**src/logic/stbuf_pkg.sv**
```systemverilog
`default_nettype none

package stbuf_pkg;

   // ----------------------------------------
   // sizes
   // ----------------------------------------
   localparam int STBUF_DEPTH = 4;
   localparam int ADDR_W      = 16;                   // byte address
   localparam int DATA_W      = 32;
   localparam int BYTE_W      = 4;                    // bytes per word
   localparam int PTR_W       = $clog2(STBUF_DEPTH);
   localparam int CNT_W       = PTR_W + 1;            // must hold the depth itself

   // ----------------------------------------
   // types
   // ----------------------------------------
   typedef logic [ADDR_W-1:0] addr_t;
   typedef logic [ADDR_W-3:0] waddr_t;                // word address, offset bits stripped
   typedef logic [DATA_W-1:0] data_t;
   typedef logic [BYTE_W-1:0] byteen_t;
   typedef logic [PTR_W-1:0]  ptr_t;
   typedef logic [CNT_W-1:0]  cnt_t;

   typedef enum logic [1:0] {
      SIZE_BYTE = 2'd0,
      SIZE_HALF = 2'd1,
      SIZE_WORD = 2'd2
   } st_size_e;

   // store as presented by the lsu, data already lane aligned
   typedef struct packed {
      addr_t    addr;
      st_size_e size;
      data_t    data;
   } st_req_t;

   typedef struct packed {
      waddr_t  waddr;
      byteen_t byteen;
      data_t   data;
   } drain_t;

   typedef struct packed {
      byteen_t byteen;
      data_t   data;
   } fwd_t;

endpackage

`default_nettype wire
```
**src/logic/store_buffer.sv**
```systemverilog
`timescale 1ns/1ns
`default_nettype none

module store_buffer (
   input  logic                clk,
   input  logic                arst_n,
   input  logic                st_valid,
   input  stbuf_pkg::st_req_t  st_req,
   input  logic                drain_ack,
   input  stbuf_pkg::addr_t    ld_addr,
   output logic                drain_valid,
   output stbuf_pkg::drain_t   drain,
   output logic                full,
   output logic                empty,
   output stbuf_pkg::fwd_t     fwd
);

   import stbuf_pkg::*;

   logic                          alloc;
   logic                          pop;
   ptr_t                          wr_ptr;
   ptr_t                          rd_ptr;
   logic [STBUF_DEPTH-1:0]        ent_valid;
   waddr_t  [STBUF_DEPTH-1:0]     ent_waddr;
   byteen_t [STBUF_DEPTH-1:0]     ent_byteen;
   data_t   [STBUF_DEPTH-1:0]     ent_data;

   stbuf_entries u_entries (
      .clk         (clk),
      .arst_n      (arst_n),
      .st_valid    (st_valid),
      .st_req      (st_req),
      .drain_ack   (drain_ack),
      .wr_ptr      (wr_ptr),
      .rd_ptr      (rd_ptr),
      .alloc       (alloc),
      .pop         (pop),
      .ent_valid   (ent_valid),
      .ent_waddr   (ent_waddr),
      .ent_byteen  (ent_byteen),
      .ent_data    (ent_data),
      .drain_valid (drain_valid),
      .drain       (drain)
   );

   stbuf_ptrs u_ptrs (
      .clk    (clk),
      .arst_n (arst_n),
      .alloc  (alloc),
      .pop    (pop),
      .wr_ptr (wr_ptr),
      .rd_ptr (rd_ptr),
      .full   (full),
      .empty  (empty)
   );

   // load side, same cycle
   stbuf_fwd u_fwd (
      .ld_addr    (ld_addr),
      .ent_valid  (ent_valid),
      .ent_waddr  (ent_waddr),
      .ent_byteen (ent_byteen),
      .ent_data   (ent_data),
      .fwd        (fwd)
   );

endmodule

`default_nettype wire

```
**src/logic/stbuf_fwd.sv**
```systemverilog
`timescale 1ns/1ns
`default_nettype none

module stbuf_fwd (
   input  stbuf_pkg::addr_t                                ld_addr,
   input  logic [stbuf_pkg::STBUF_DEPTH-1:0]               ent_valid,
   input  stbuf_pkg::waddr_t  [stbuf_pkg::STBUF_DEPTH-1:0] ent_waddr,
   input  stbuf_pkg::byteen_t [stbuf_pkg::STBUF_DEPTH-1:0] ent_byteen,
   input  stbuf_pkg::data_t   [stbuf_pkg::STBUF_DEPTH-1:0] ent_data,
   output stbuf_pkg::fwd_t                                 fwd
);

   import stbuf_pkg::*;

   waddr_t                 ld_waddr;
   logic [STBUF_DEPTH-1:0] hit;

   assign ld_waddr = ld_addr[ADDR_W-1:2];

   always_comb begin
      for (int i = 0; i < STBUF_DEPTH; i++) begin
         hit[i] = ent_valid[i] & (ent_waddr[i] == ld_waddr);
      end
   end

   // ----------------------------------------
   // byte select
   // ----------------------------------------
   // coalescing leaves at most one hit, so an OR over entries is enough
   always_comb begin
      fwd = '0;
      for (int i = 0; i < STBUF_DEPTH; i++) begin
         for (int j = 0; j < BYTE_W; j++) begin
            fwd.byteen[j]       = fwd.byteen[j] | (hit[i] & ent_byteen[i][j]);
            fwd.data[8*j +: 8]  = fwd.data[8*j +: 8] |
                                  ({8{hit[i] & ent_byteen[i][j]}} & ent_data[i][8*j +: 8]);
         end
      end
   end

endmodule

`default_nettype wire

```
**src/logic/stbuf_ptrs.sv**
```systemverilog
`timescale 1ns/1ns
`default_nettype none

module stbuf_ptrs (
   input  logic            clk,
   input  logic            arst_n,
   input  logic            alloc,
   input  logic            pop,
   output stbuf_pkg::ptr_t wr_ptr,
   output stbuf_pkg::ptr_t rd_ptr,
   output logic            full,
   output logic            empty
);

   import stbuf_pkg::*;

   cnt_t cnt;
   cnt_t cnt_nxt;

   // ----------------------------------------
   // occupancy
   // ----------------------------------------
   always_comb begin
      case ({alloc, pop})
         2'b10:   cnt_nxt = cnt + cnt_t'(1);
         2'b01:   cnt_nxt = cnt - cnt_t'(1);
         default: cnt_nxt = cnt;              // idle, or store and pop together
      endcase
   end

   always_ff @(posedge clk or negedge arst_n) begin
      if (!arst_n) begin
         wr_ptr <= '0;
         rd_ptr <= '0;
         cnt    <= '0;
         full   <= 1'b0;
         empty  <= 1'b1;
      end else begin
         if (alloc) begin
            wr_ptr <= wr_ptr + ptr_t'(1);     // wraps at depth
         end
         if (pop) begin
            rd_ptr <= rd_ptr + ptr_t'(1);
         end
         cnt   <= cnt_nxt;
         full  <= (cnt_nxt == cnt_t'(STBUF_DEPTH));
         empty <= (cnt_nxt == '0);
      end
   end

endmodule

`default_nettype wire

```
**src/logic/stbuf_entries.sv**
```systemverilog
`timescale 1ns/1ns
`default_nettype none

module stbuf_entries (
   input  logic                                          clk,
   input  logic                                          arst_n,
   input  logic                                          st_valid,
   input  stbuf_pkg::st_req_t                            st_req,
   input  logic                                          drain_ack,
   input  stbuf_pkg::ptr_t                               wr_ptr,
   input  stbuf_pkg::ptr_t                               rd_ptr,
   output logic                                          alloc,
   output logic                                          pop,
   output logic [stbuf_pkg::STBUF_DEPTH-1:0]             ent_valid,
   output stbuf_pkg::waddr_t  [stbuf_pkg::STBUF_DEPTH-1:0] ent_waddr,
   output stbuf_pkg::byteen_t [stbuf_pkg::STBUF_DEPTH-1:0] ent_byteen,
   output stbuf_pkg::data_t   [stbuf_pkg::STBUF_DEPTH-1:0] ent_data,
   output logic                                          drain_valid,
   output stbuf_pkg::drain_t                             drain
);

   import stbuf_pkg::*;

   byteen_t                size_mask;
   byteen_t                st_byteen;
   waddr_t                 st_waddr;
   logic [STBUF_DEPTH-1:0] match;      // coalesce candidates
   logic [STBUF_DEPTH-1:0] rel;        // entry released this cycle
   logic [STBUF_DEPTH-1:0] wr_en;

   // ----------------------------------------
   // store decode
   // ----------------------------------------
   always_comb begin
      case (st_req.size)
         SIZE_BYTE: size_mask = 4'b0001;
         SIZE_HALF: size_mask = 4'b0011;
         SIZE_WORD: size_mask = 4'b1111;
         default:   size_mask = 4'b0000;
      endcase
   end

   assign st_byteen = size_mask << st_req.addr[1:0];  // aligned, never crosses the word
   assign st_waddr  = st_req.addr[ADDR_W-1:2];

   // top entry leaves when acked
   assign drain_valid = ent_valid[rd_ptr];
   assign pop         = drain_ack & drain_valid;

   // ----------------------------------------
   // match and write select
   // ----------------------------------------
   always_comb begin
      for (int i = 0; i < STBUF_DEPTH; i++) begin
         rel[i]   = pop & (rd_ptr == ptr_t'(i));
         // an entry on its way out cannot take new bytes
         match[i] = ent_valid[i] & ~rel[i] & (ent_waddr[i] == st_waddr);
      end
   end

   assign alloc = st_valid & ~(|match);

   always_comb begin
      for (int i = 0; i < STBUF_DEPTH; i++) begin
         wr_en[i] = st_valid & (match[i] | (alloc & (wr_ptr == ptr_t'(i))));
      end
   end

   // valid and byte enables
   always_ff @(posedge clk or negedge arst_n) begin
      if (!arst_n) begin
         ent_valid  <= '0;
         ent_byteen <= '0;
      end else begin
         for (int i = 0; i < STBUF_DEPTH; i++) begin
            if (wr_en[i]) begin
               ent_valid[i]  <= 1'b1;
               ent_byteen[i] <= (rel[i] ? '0 : ent_byteen[i]) | st_byteen;  // merge
            end else if (rel[i]) begin
               ent_valid[i]  <= 1'b0;
               ent_byteen[i] <= '0;
            end
         end
      end
   end

   // address and data, only the enabled lanes are overwritten
   always_ff @(posedge clk) begin
      for (int i = 0; i < STBUF_DEPTH; i++) begin
         if (wr_en[i]) begin
            ent_waddr[i] <= st_waddr;
            for (int j = 0; j < BYTE_W; j++) begin
               if (st_byteen[j]) begin
                  ent_data[i][8*j +: 8] <= st_req.data[8*j +: 8];
               end
            end
         end
      end
   end

   // drain mux
   always_comb begin
      drain.waddr  = ent_waddr[rd_ptr];
      drain.byteen = ent_byteen[rd_ptr];
      drain.data   = ent_data[rd_ptr];
   end

endmodule

`default_nettype wire

```
**config.mk**
```make
export PLATFORM = sky130hd
export DESIGN_NAME = store_buffer
export DESIGN_NICKNAME = d
export VERILOG_FILES = /design/src/logic/stbuf_pkg.sv /design/src/logic/store_buffer.sv /design/src/logic/stbuf_fwd.sv /design/src/logic/stbuf_ptrs.sv /design/src/logic/stbuf_entries.sv
export SDC_FILE = /design/constraint.sdc
export NUM_CORES = 1
export LEC_CHECK = 0
export BUFFER_PORTS_ARGS = -buffer_cell sky130_fd_sc_hd__clkbuf_2
export CAP_MARGIN = 0
export CORE_MARGIN = 2
export CORE_UTILIZATION = 39
export CTS_CLUSTER_SIZE = 8
export DETAILED_ROUTE_END_ITERATION = 16
export HOLD_SLACK_MARGIN = 0.02
export PLACE_DENSITY = 0.59
export SLEW_MARGIN = 10
export SYNTH_ARGS = -nofsm -noshare
export SYNTH_HDL_FRONTEND = slang
export SYNTH_SLANG_ARGS = --single-unit
```
**constraint.sdc**
```tcl
create_clock -name clk -period 4.71 [get_ports clk]
set_input_delay 0.471 -clock clk [delete_from_list [all_inputs] [get_ports clk]]
set_output_delay 0.471 -clock clk [all_outputs]
set_load 0.05 [all_outputs]
```
==> results.py, run 1 <==
metrics = {
    "clock_tree": {
        "cts_root_buf": "clkbuf_16",
        "cts.sinks": 213,
        "cts_setup_buffers": 0,
        "cts_buffer_depth": 3,
        "path_clk_slew_ps": 60,
        "cts_buffers": 30,
        "clk_latency_ps": 550,
        "htreeDepth": 1,
        "cts_tree": "done",
    },
    "logic_synthesis": {
        "synthDistinctLibCells": 37,
        "syn_nets": 804,
        "synth_area_per_cell_sq_um": 14.5,
        "synth_warnings": 0,
        "synth.ff_latch_count": 213,
        "ys_seq_area_share_pct": 59.6,
        "synth_edf_count": 184,
        "async_flop_share_pct": 13.6,
        "netlist_instances": 722,
        "synth_ff_type": "edfxtp_1",
        "synth_area_sq_um": 10500,
    },
    "placed_design": {
        "port_buffers": 156,
        "dpl.hpwl_microns": 18400,
        "gp_congestion": 0.863,
        "dpl.cell_count": 1176,
    },
    "drt": {
        "viasPerCell": 5.37,
        "drt_wl_total_microns": 26800,
        "first_pass_iters": 7,
        "avgRoutedWirePerCell_microns": 21.8,
        "ant_nets": 0,
        "num_vias": 6618,
        "drcViolationCount": 0,
        "drtIter0Drc": 609,
    },
    "pwr": {
        "power_density_nw_per_um2": 606,
        "p_leak_nw": 4.53,
        "ir_worst_vdd_uv": 363,
    },
    "die": {
        "fp.dieW_microns": 168,
        "io_pins": 159,
        "num_rows": 60,
        "start_util_pct": 39.3,
        "die_h_microns": 168,
        "design.core.area_sq_um": 26700,
        "dieArea_sq_um": 28200,
    },
    "setup_path": {
        "endpoint_kind": "output pin",
        "crit_type": "register to output pin",
        "start_kind": "register",
        "worstPathRequired_ps": 4240,
        "crit_path_max_incr_delay_ps": 500,
        "cp.arrival_ps": 3060,
        "cpMaxStageDelayCell": "nor4_1",
        "crit_chain": "xnor2_1 -> nand4_1 -> nor4_1 -> buf_4 -> and2_1 -> a22oi_1 -> nand2_1 -> clkbuf_2",
        "cp_max_fo": 9,
    },
    "sta": {
        "clock-skew-final_ps": 26.9,
        "finalSetupViolCount": 0,
        "tightest_slew_ps": 921,
        "hold-worst-slack_ps": 147,
        "slew_violations": 0,
        "slew-limit-headroom_pct": 38.4,
        "hold_viol": 0,
        "fmax_ghz": 0.283,
        "period_needed_ps": 3530,
        "fin_crit_sh_pct": 74.9,
        "rsz0062_at_grt": "no",
        "fin_tns_setup_ps": 0,
    },
    "hold_path": {
        "hp-class": "input port to register",
    },
    "layout": {
        "drive_gt1_share_pct": 30.7,
        "nets": 950,
        "diodes": 0,
        "fillers": 2375,
        "stdcell_count": 1233,
        "syn2layout_area_growth_pct": 18.9,
    },
    "outcome": {
        "outcome": "completed",
    },
    "grt": {
        "grtUsageTotal_pct": 19.0,
        "overflow": 0,
        "grt_pass1_wl_microns": 40900,
        "grt_max_degree": 36,
        "antenna_found_initial": 0,
        "grt_pass1_vias": 6900,
    },
    "job": {
        "maxCapViolCount": 0,
    },
}
## kinds of logic after synthesis
logic type | Yosys count | synth area share [%]
adder cells (fa/ha/maj) | 12 | 1.50
buffers and inverters | 68 | 2.63
flip-flops | 213 | 59.6
AND/OR/NAND/NOR | 162 | 8.07
AO/OA/AOI/OAI | 96 | 7.08
XOR/XNOR | 116 | 9.69
multiplexers | 55 | 11.4
## metal layers
layer,track usage [%],wire [microns]
met3,3.10,1810
met2,31.7,12900
met5,0,0
met4,4.84,522
met1,26.2,11600
## synthesized netlist by cell type (all sizes together), types with 2 or more instances
cell | instances | area, sq um
and2 | 21 | 134
nor4 | 8 | 68.8
or4 | 5 | 37.5
mux4 | 51 | 1150
o21ai | 24 | 120
nand3 | 11 | 67.6
xnor2 | 114 | 998
clkbuf | 49 | 184
buf | 9 | 53.8
inv | 10 | 37.5
nor2 | 22 | 82.6
nand2 | 68 | 285
mux2i | 3 | 30.0
a22oi | 66 | 523
a31oi | 4 | 85.1
edfxtp | 184 | 5530
nand4 | 24 | 150
xor2 | 2 | 17.5
dfrtp | 28 | 701
ha | 11 | 138
## cell type report
| class | count | area (sq um) | area share [%] |
|---|---|---|---|
| well taps | 341 | 427 | 3.42 |
| multi-input cells | 441 | 3960 | 31.7 |
| clock buffers | 56 | 880 | 7.06 |
| inverters | 10 | 37.5 | 0.301 |
| flip-flops and latches | 213 | 6260 | 50.2 |
| repair buffers | 172 | 903 | 7.25 |
## placed cells by master (no fill, tap or decap), types with 15 or more instances in the layout
cell,synthesis,final
a22oi_1,64,64
and2_1,20,20
buf_4,0,15
clkbuf_1,49,24
clkbuf_16,0,31
clkbuf_2,0,156
dfrtp_1,28,26
edfxtp_1,184,184
mux4_2,51,51
nand2_1,64,64
nand4_1,24,24
nor2_1,22,22
o21ai_1,16,16
xnor2_1,114,114
## power breakdown
group	internal [mW]	switching [mW]	leakage (nW)
Clock	1.23	0.760	0.418
Combinational	0.949	2.02	2.09
Sequential	2.38	0.212	2.02
## stage by stage
stage | cell area, sq um | setup WS [ps] | power (mW) | util, %
3_5_place_dp | 11600 | 1240 | 5.62 | 43.4
3_3_place_gp | 11600 | 1270 | 5.60 | 43.4
6_report | 12500 | 1180 | 7.55 | 46.8
4_1_cts | 12500 | 1180 | 7.63 | 46.8
2_1_floorplan | 10500 | 1520 | 4.86 | -
5_1_grt | 12500 | 949 | 7.90 | 46.8
## worst max-delay path, delay by kind of cell (launching register included)
family          cells  cell delay [ps]
buf+inv             2              530
flops               1              440
xor+xnor            1              190
compound gates      1              160
simple gates        4             1180
## timing repair
item / in CTS / in global routing
gates resized for setup: 0 / 0
hold endpoints to repair: 11 / 0
hold buffers: 1 / 0
## worst paths after layout
path	start	depth (start not counted)	end	slack, ps
worst max-delay path	u_entries.ent_waddr[46]	8	fwd[20]	1180
worst min-delay path	st_req[3]	1	u_entries.ent_data[67]	150
worst max register to register	u_entries.ent_waddr[27]	12	u_ptrs.full	1440
worst min register to register	u_ptrs.cnt[2]	1	u_ptrs.cnt[2]	470
max in group asynchronous	arst_n	2	u_ptrs.rd_ptr[0]	3600
min in group asynchronous	arst_n	2	u_entries.ent_valid[1]	550
## sequential cells by signal (all words and copies together) (netlist names)
name / cells
u_entries.ent_byteen: 16
u_entries.ent_data: 128
u_entries.ent_valid: 4
u_entries.ent_waddr: 56
u_ptrs.cnt: 3
u_ptrs.empty: 1
u_ptrs.full: 1
u_ptrs.rd_ptr: 2
u_ptrs.wr_ptr: 2
Power figures use the tool's default switching activity.
==> run 2, diff against run 1 <==
Settings changed: PLACE_DENSITY 0.59 to 0.61.
Clock period 4.71 ns to 3.1 ns, I/O delays scaled along.
==> results.py, run 2 (synthesized netlist as in run 1, its figures left out) <==
metrics = {
    "layout": {
        "regMostFlops": "u_entries.ent_data",
        "seqCellArea_sq_um": 6260,
        "syn2layout_area_growth_pct": 23.4,
        "stdcell_count": 1272,
        "largest_reg_flops": 128,
        "nets": 989,
        "layout_commonest_cell": "edfxtp_1",
        "layout_common_cells": "edfxtp_1, clkbuf_2, xnor2_1, a22oi_1, nand2_1",
        "diodes": 0,
        "fillers": 2330,
        "multi_input_area_sq_um": 4030,
        "drive_gt1_share_pct": 32.7,
        "top_regs": "u_entries.ent_data x128, u_entries.ent_waddr x56, u_entries.ent_byteen x16",
    },
    "sta": {
        "fmax_ghz": 0.328,
        "rsz0062_at_grt": "no",
        "finalSetupViolCount": 0,
        "fin_tns_setup_ps": 0,
        "hold_viol": 0,
        "clock-skew-final_ps": 18.4,
        "fin_crit_sh_pct": 98.3,
        "period_needed_ps": 3050,
        "tightest_slew_ps": 887,
        "slew_violations": 0,
        "slew-limit-headroom_pct": 40.6,
    },
    "placed_design": {
        "dpl.hpwl_microns": 18400,
        "port_buffers": 156,
        "gp_congestion": 0.939,
        "dpl.cell_count": 1183,
    },
    "pwr": {
        "p_leak_nw": 4.74,
        "power_density_nw_per_um2": 887,
        "ir_worst_vdd_uv": 554,
    },
    "drt": {
        "drcViolationCount": 0,
        "drt_wl_total_microns": 26500,
        "num_vias": 6803,
        "avgRoutedWirePerCell_microns": 20.9,
        "drtIter0Drc": 520,
        "first_pass_iters": 5,
        "viasPerCell": 5.35,
        "ant_nets": 0,
    },
    "die": {
        "io_pins": 159,
        "num_rows": 60,
        "die_h_microns": 168,
        "dieArea_sq_um": 28200,
        "start_util_pct": 39.3,
        "design.core.area_sq_um": 26700,
        "fp.dieW_microns": 168,
    },
    "setup_path": {
        "r2r-end": "u_ptrs.empty",
        "endpoint_kind": "output pin",
        "cp_max_fo": 9,
        "worstPathRequired_ps": 2790,
        "crit_path_start": "u_entries.ent_waddr[13]",
        "start_kind": "register",
        "r2r_cells": 12,
        "crit_type": "register to output pin",
        "cp.arrival_ps": 2740,
        "worst-r2r-setup-slack_ps": 140,
        "r2r_start": "u_entries.ent_waddr[12]",
        "crit_path_end": "fwd[30]",
    },
    "grt": {
        "grt_pass1_vias": 7088,
        "overflow": 0,
        "grt_pass1_wl_microns": 40400,
        "grtUsageTotal_pct": 18.7,
        "antenna_found_initial": 1,
        "grt_max_degree": 37,
    },
    "clock_tree": {
        "htreeDepth": 1,
        "cts.sinks": 213,
        "cts_buffer_depth": 3,
        "cts_root_buf": "clkbuf_16",
        "cts_setup_buffers": 0,
        "cts_buffers": 30,
        "cts_tree": "done",
        "clk_latency_ps": 540,
        "path_clk_slew_ps": 50,
    },
    "job": {
        "maxCapViolCount": 0,
    },
    "hold_path": {
        "hp-class": "input port to register",
    },
    "outcome": {
        "outcome": "completed",
    },
}
-- run 2: cell types whose count changed in the layout (fill, tap and decap cells not counted), sizes merged --
cell / delta
dlygate4sd3: +32
buf: +17
clkbuf: -11
clkinv: +1
-- run 2: layer usage --
| metal | share of wire (%) | vias up | track usage, % |
|---|---|---|---|
| met1 | 42 | 3413 | 24.4 |
| met3 | 6.0 | 57 | 3.50 |
| met2 | 49 | 224 | 31.4 |
| met4 | 2.9 | 0 | 6.54 |
| li1 | - | 3109 | - |
| met5 | 0 | - | 0 |
-- run 2: worst min path at each step --
stage,startpoint,end,slack (ps),cells after the start
final,drain_ack,u_ptrs.rd_ptr[0],90,3
after CTS,drain_ack,u_ptrs.rd_ptr[0],70,3
after global routing,drain_ack,u_ptrs.rd_ptr[0],80,3
after global placement,arst_n,u_ptrs.full,420,1
after floorplan,arst_n,u_entries.ent_byteen[0],10,0
after detailed placement,arst_n,u_ptrs.full,420,1
-- run 2: area by class of cell --
cell class,count,share of cell area [%]
clock inverters,1,0.126
flip-flops and latches,213,48.4
repair buffers,211,10.2
inverters,10,0.290
multi-input cells,441,31.2
clock buffers,55,6.60
well taps,341,3.30
-- run 2: what timing repair did --
action,CTS,global route
endpoints found under the setup margin,36,36
endpoints found under the hold margin,156,0
hold buffers,33,0
resized for setup,24,28
-- run 2: stage by stage --
step	total power [mW]	hold slack, ps	instance area, sq um	setup slack [ps]	util (%)
2_1_floorplan	7.38	14.4	10500	12.7	-
3_3_place_gp	8.51	422	11600	123	43.7
3_5_place_dp	8.55	421	11600	72.8	43.7
4_1_cts	11.6	68.1	12900	1.12	48.4
5_1_grt	12.0	78.4	12900	0.336	48.6
6_report	11.5	92.9	12900	53.5	48.6
-- run 2: critical path: stages (launching register included) --
cell and delay (ps):
edfxtp_1 440, xnor2_1 300, nand4_1 200, nor4_2 280, buf_4 210, and2_2 280
a22oi_1 120, nand2_1 80, clkbuf_2 290
-- run 2: power breakdown --
group / switching (mW) / internal, mW
Clock: 1.14 / 1.83
Sequential: 0.313 / 3.62
Combinational: 3.09 / 1.49
Total: 4.54 / 6.94
==> run 3, diff against run 2 <==
Settings changed: CORE_UTILIZATION 39 to 52, PLACE_DENSITY 0.61 to 0.78.
==> results.py, run 3 (synthesized netlist as in run 1, its figures left out) <==
metrics = {
    "grt": {
        "grt_max_degree": 36,
        "antenna_found_initial": 0,
        "grt_pass1_wl_microns": 39800,
        "grtUsageTotal_pct": 24.0,
        "overflow": 0,
        "grt_pass1_vias": 7135,
    },
    "layout": {
        "nets": 992,
        "drive_gt1_share_pct": 33.8,
        "stdcell_count": 1198,
        "stdcell_area_sq_um": 12900,
        "largest_reg_flops": 128,
        "regMostFlops": "u_entries.ent_data",
        "fillers": 1447,
        "layout_common_cells": "edfxtp_1, clkbuf_2, xnor2_1, a22oi_1, nand2_1",
        "layout_commonest_cell": "edfxtp_1",
        "diodes": 0,
        "top_regs": "u_entries.ent_data x128, u_entries.ent_waddr x56, u_entries.ent_byteen x16",
        "syn2layout_area_growth_pct": 23.1,
    },
    "sta": {
        "hold_viol": 0,
        "tightest_slew_ps": 886,
        "fmax_ghz": 0.333,
        "fin_crit_sh_pct": 96.8,
        "fin_ws_ps": 98.8,
        "slew_violations": 0,
        "period_needed_ps": 3000,
        "clock-skew-final_ps": 19.4,
        "slew-limit-headroom_pct": 40.7,
        "rsz0062_at_grt": "yes",
        "finalSetupViolCount": 0,
    },
    "die": {
        "die_h_microns": 146,
        "num_rows": 51,
        "io_pins": 159,
        "dieArea_sq_um": 21300,
        "start_util_pct": 53.3,
        "fp.dieW_microns": 146,
        "design.core.area_sq_um": 19700,
    },
    "clock_tree": {
        "htreeDepth": 1,
        "cts_tree": "done",
        "cts_buffers": 30,
        "path_clk_slew_ps": 50,
        "cts_buffer_depth": 3,
        "clk_latency_ps": 550,
        "cts_root_buf": "clkbuf_16",
        "cts.sinks": 213,
    },
    "drt": {
        "first_pass_iters": 5,
        "num_vias": 6971,
        "drtIter0Drc": 577,
        "ant_nets": 0,
        "drt_wl_total_microns": 26200,
        "avgRoutedWirePerCell_microns": 21.9,
        "drcViolationCount": 0,
        "viasPerCell": 5.82,
    },
    "hold_path": {
        "hp-class": "input port to register",
    },
    "pwr": {
        "p_leak_nw": 4.79,
        "ir_worst_vdd_uv": 628,
        "power_density_nw_per_um2": 895,
    },
    "setup_path": {
        "cp_max_fo": 9,
        "worstPathRequired_ps": 2790,
        "r2r-end": "u_entries.ent_data[62]",
        "crit_type": "register to output pin",
        "crit_path_end": "fwd[1]",
        "endpoint_kind": "output pin",
        "r2r_start": "u_ptrs.rd_ptr[0]",
        "worst-r2r-setup-slack_ps": 120,
        "r2r_cells": 7,
        "cp.arrival_ps": 2690,
        "crit_path_start": "u_entries.ent_waddr[49]",
        "start_kind": "register",
    },
    "placed_design": {
        "dpl.cell_count": 1107,
        "pre_cts_ws_ps": 86.0,
        "port_buffers": 156,
        "place_area_sq_um": 11500,
        "gp_congestion": 0.946,
        "dpl.hpwl_microns": 17600,
    },
    "outcome": {
        "outcome": "completed",
    },
    "job": {
        "maxCapViolCount": 0,
    },
}
-- run 3: worst min path at each step --
stage / start / to / cells past startpoint
final: st_req[11] / u_entries.ent_data[107] / 1
after detailed placement: arst_n / u_ptrs.full / 1
after global placement: arst_n / u_ptrs.full / 1
after global routing: st_req[11] / u_entries.ent_data[43] / 1
after CTS: st_req[11] / u_entries.ent_data[107] / 1
after floorplan: arst_n / u_entries.ent_byteen[0] / 0
-- run 3: per-stage QoR --
step | hold slack (ps) | TNS (ps) | utilization, % | total power, mW
2_1_floorplan | 14.4 | 0 | - | 7.38
3_3_place_gp | 410 | 0 | 58.7 | 8.45
3_5_place_dp | 412 | 0 | 58.7 | 8.50
4_1_cts | 20.2 | 0 | 64.8 | 11.5
5_1_grt | 35.6 | -17.2 | 65.6 | 12.0
6_report | 45.9 | 0 | 65.6 | 11.6
-- run 3: per-layer routing --
layer | GRT usage (%) | up-vias | wire [microns]
li1 | - | 3116 | -
met1 | 32.8 | 3471 | 10700
met2 | 39.1 | 332 | 12600
met3 | 4.67 | 52 | 2160
met4 | 7.82 | 0 | 644
met5 | 0 | - | 0
-- run 3: critical path, stage by stage, from the launching register on --
cell and delay [ps]:
edfxtp_1 430, xnor2_1 270, nand3_1 160, nor4_2 350, buf_4 210, and2_2 280
a22oi_1 110, nand2_1 90, buf_2 260
-- run 3: final cells by class --
cell class / count / area, sq um / area share (%)
sequential: 213 / 6260 / 48.5
multi-input combinational: 441 / 4080 / 31.6
timing repair buffer: 214 / 1330 / 10.3
clock buffer: 54 / 851 / 6.59
tap: 265 / 332 / 2.57
inverter: 10 / 37.5 / 0.291
clock inverter: 1 / 16.3 / 0.126
-- run 3: report_power, final --
group	total [mW]	switching, mW	internal, mW
Clock	2.99	1.16	1.82
Combinational	4.63	3.09	1.54
Sequential	3.94	0.318	3.62
-- run 3: repair_timing --
action                                  4_1_cts  5_1_grt
endpoints found under the hold margin       152        0
pin swaps                                     0        4
hold buffers                                 32        0
buffers inserted                              0        4
endpoints found under the setup margin       36       38
gates resized for setup                      17       53
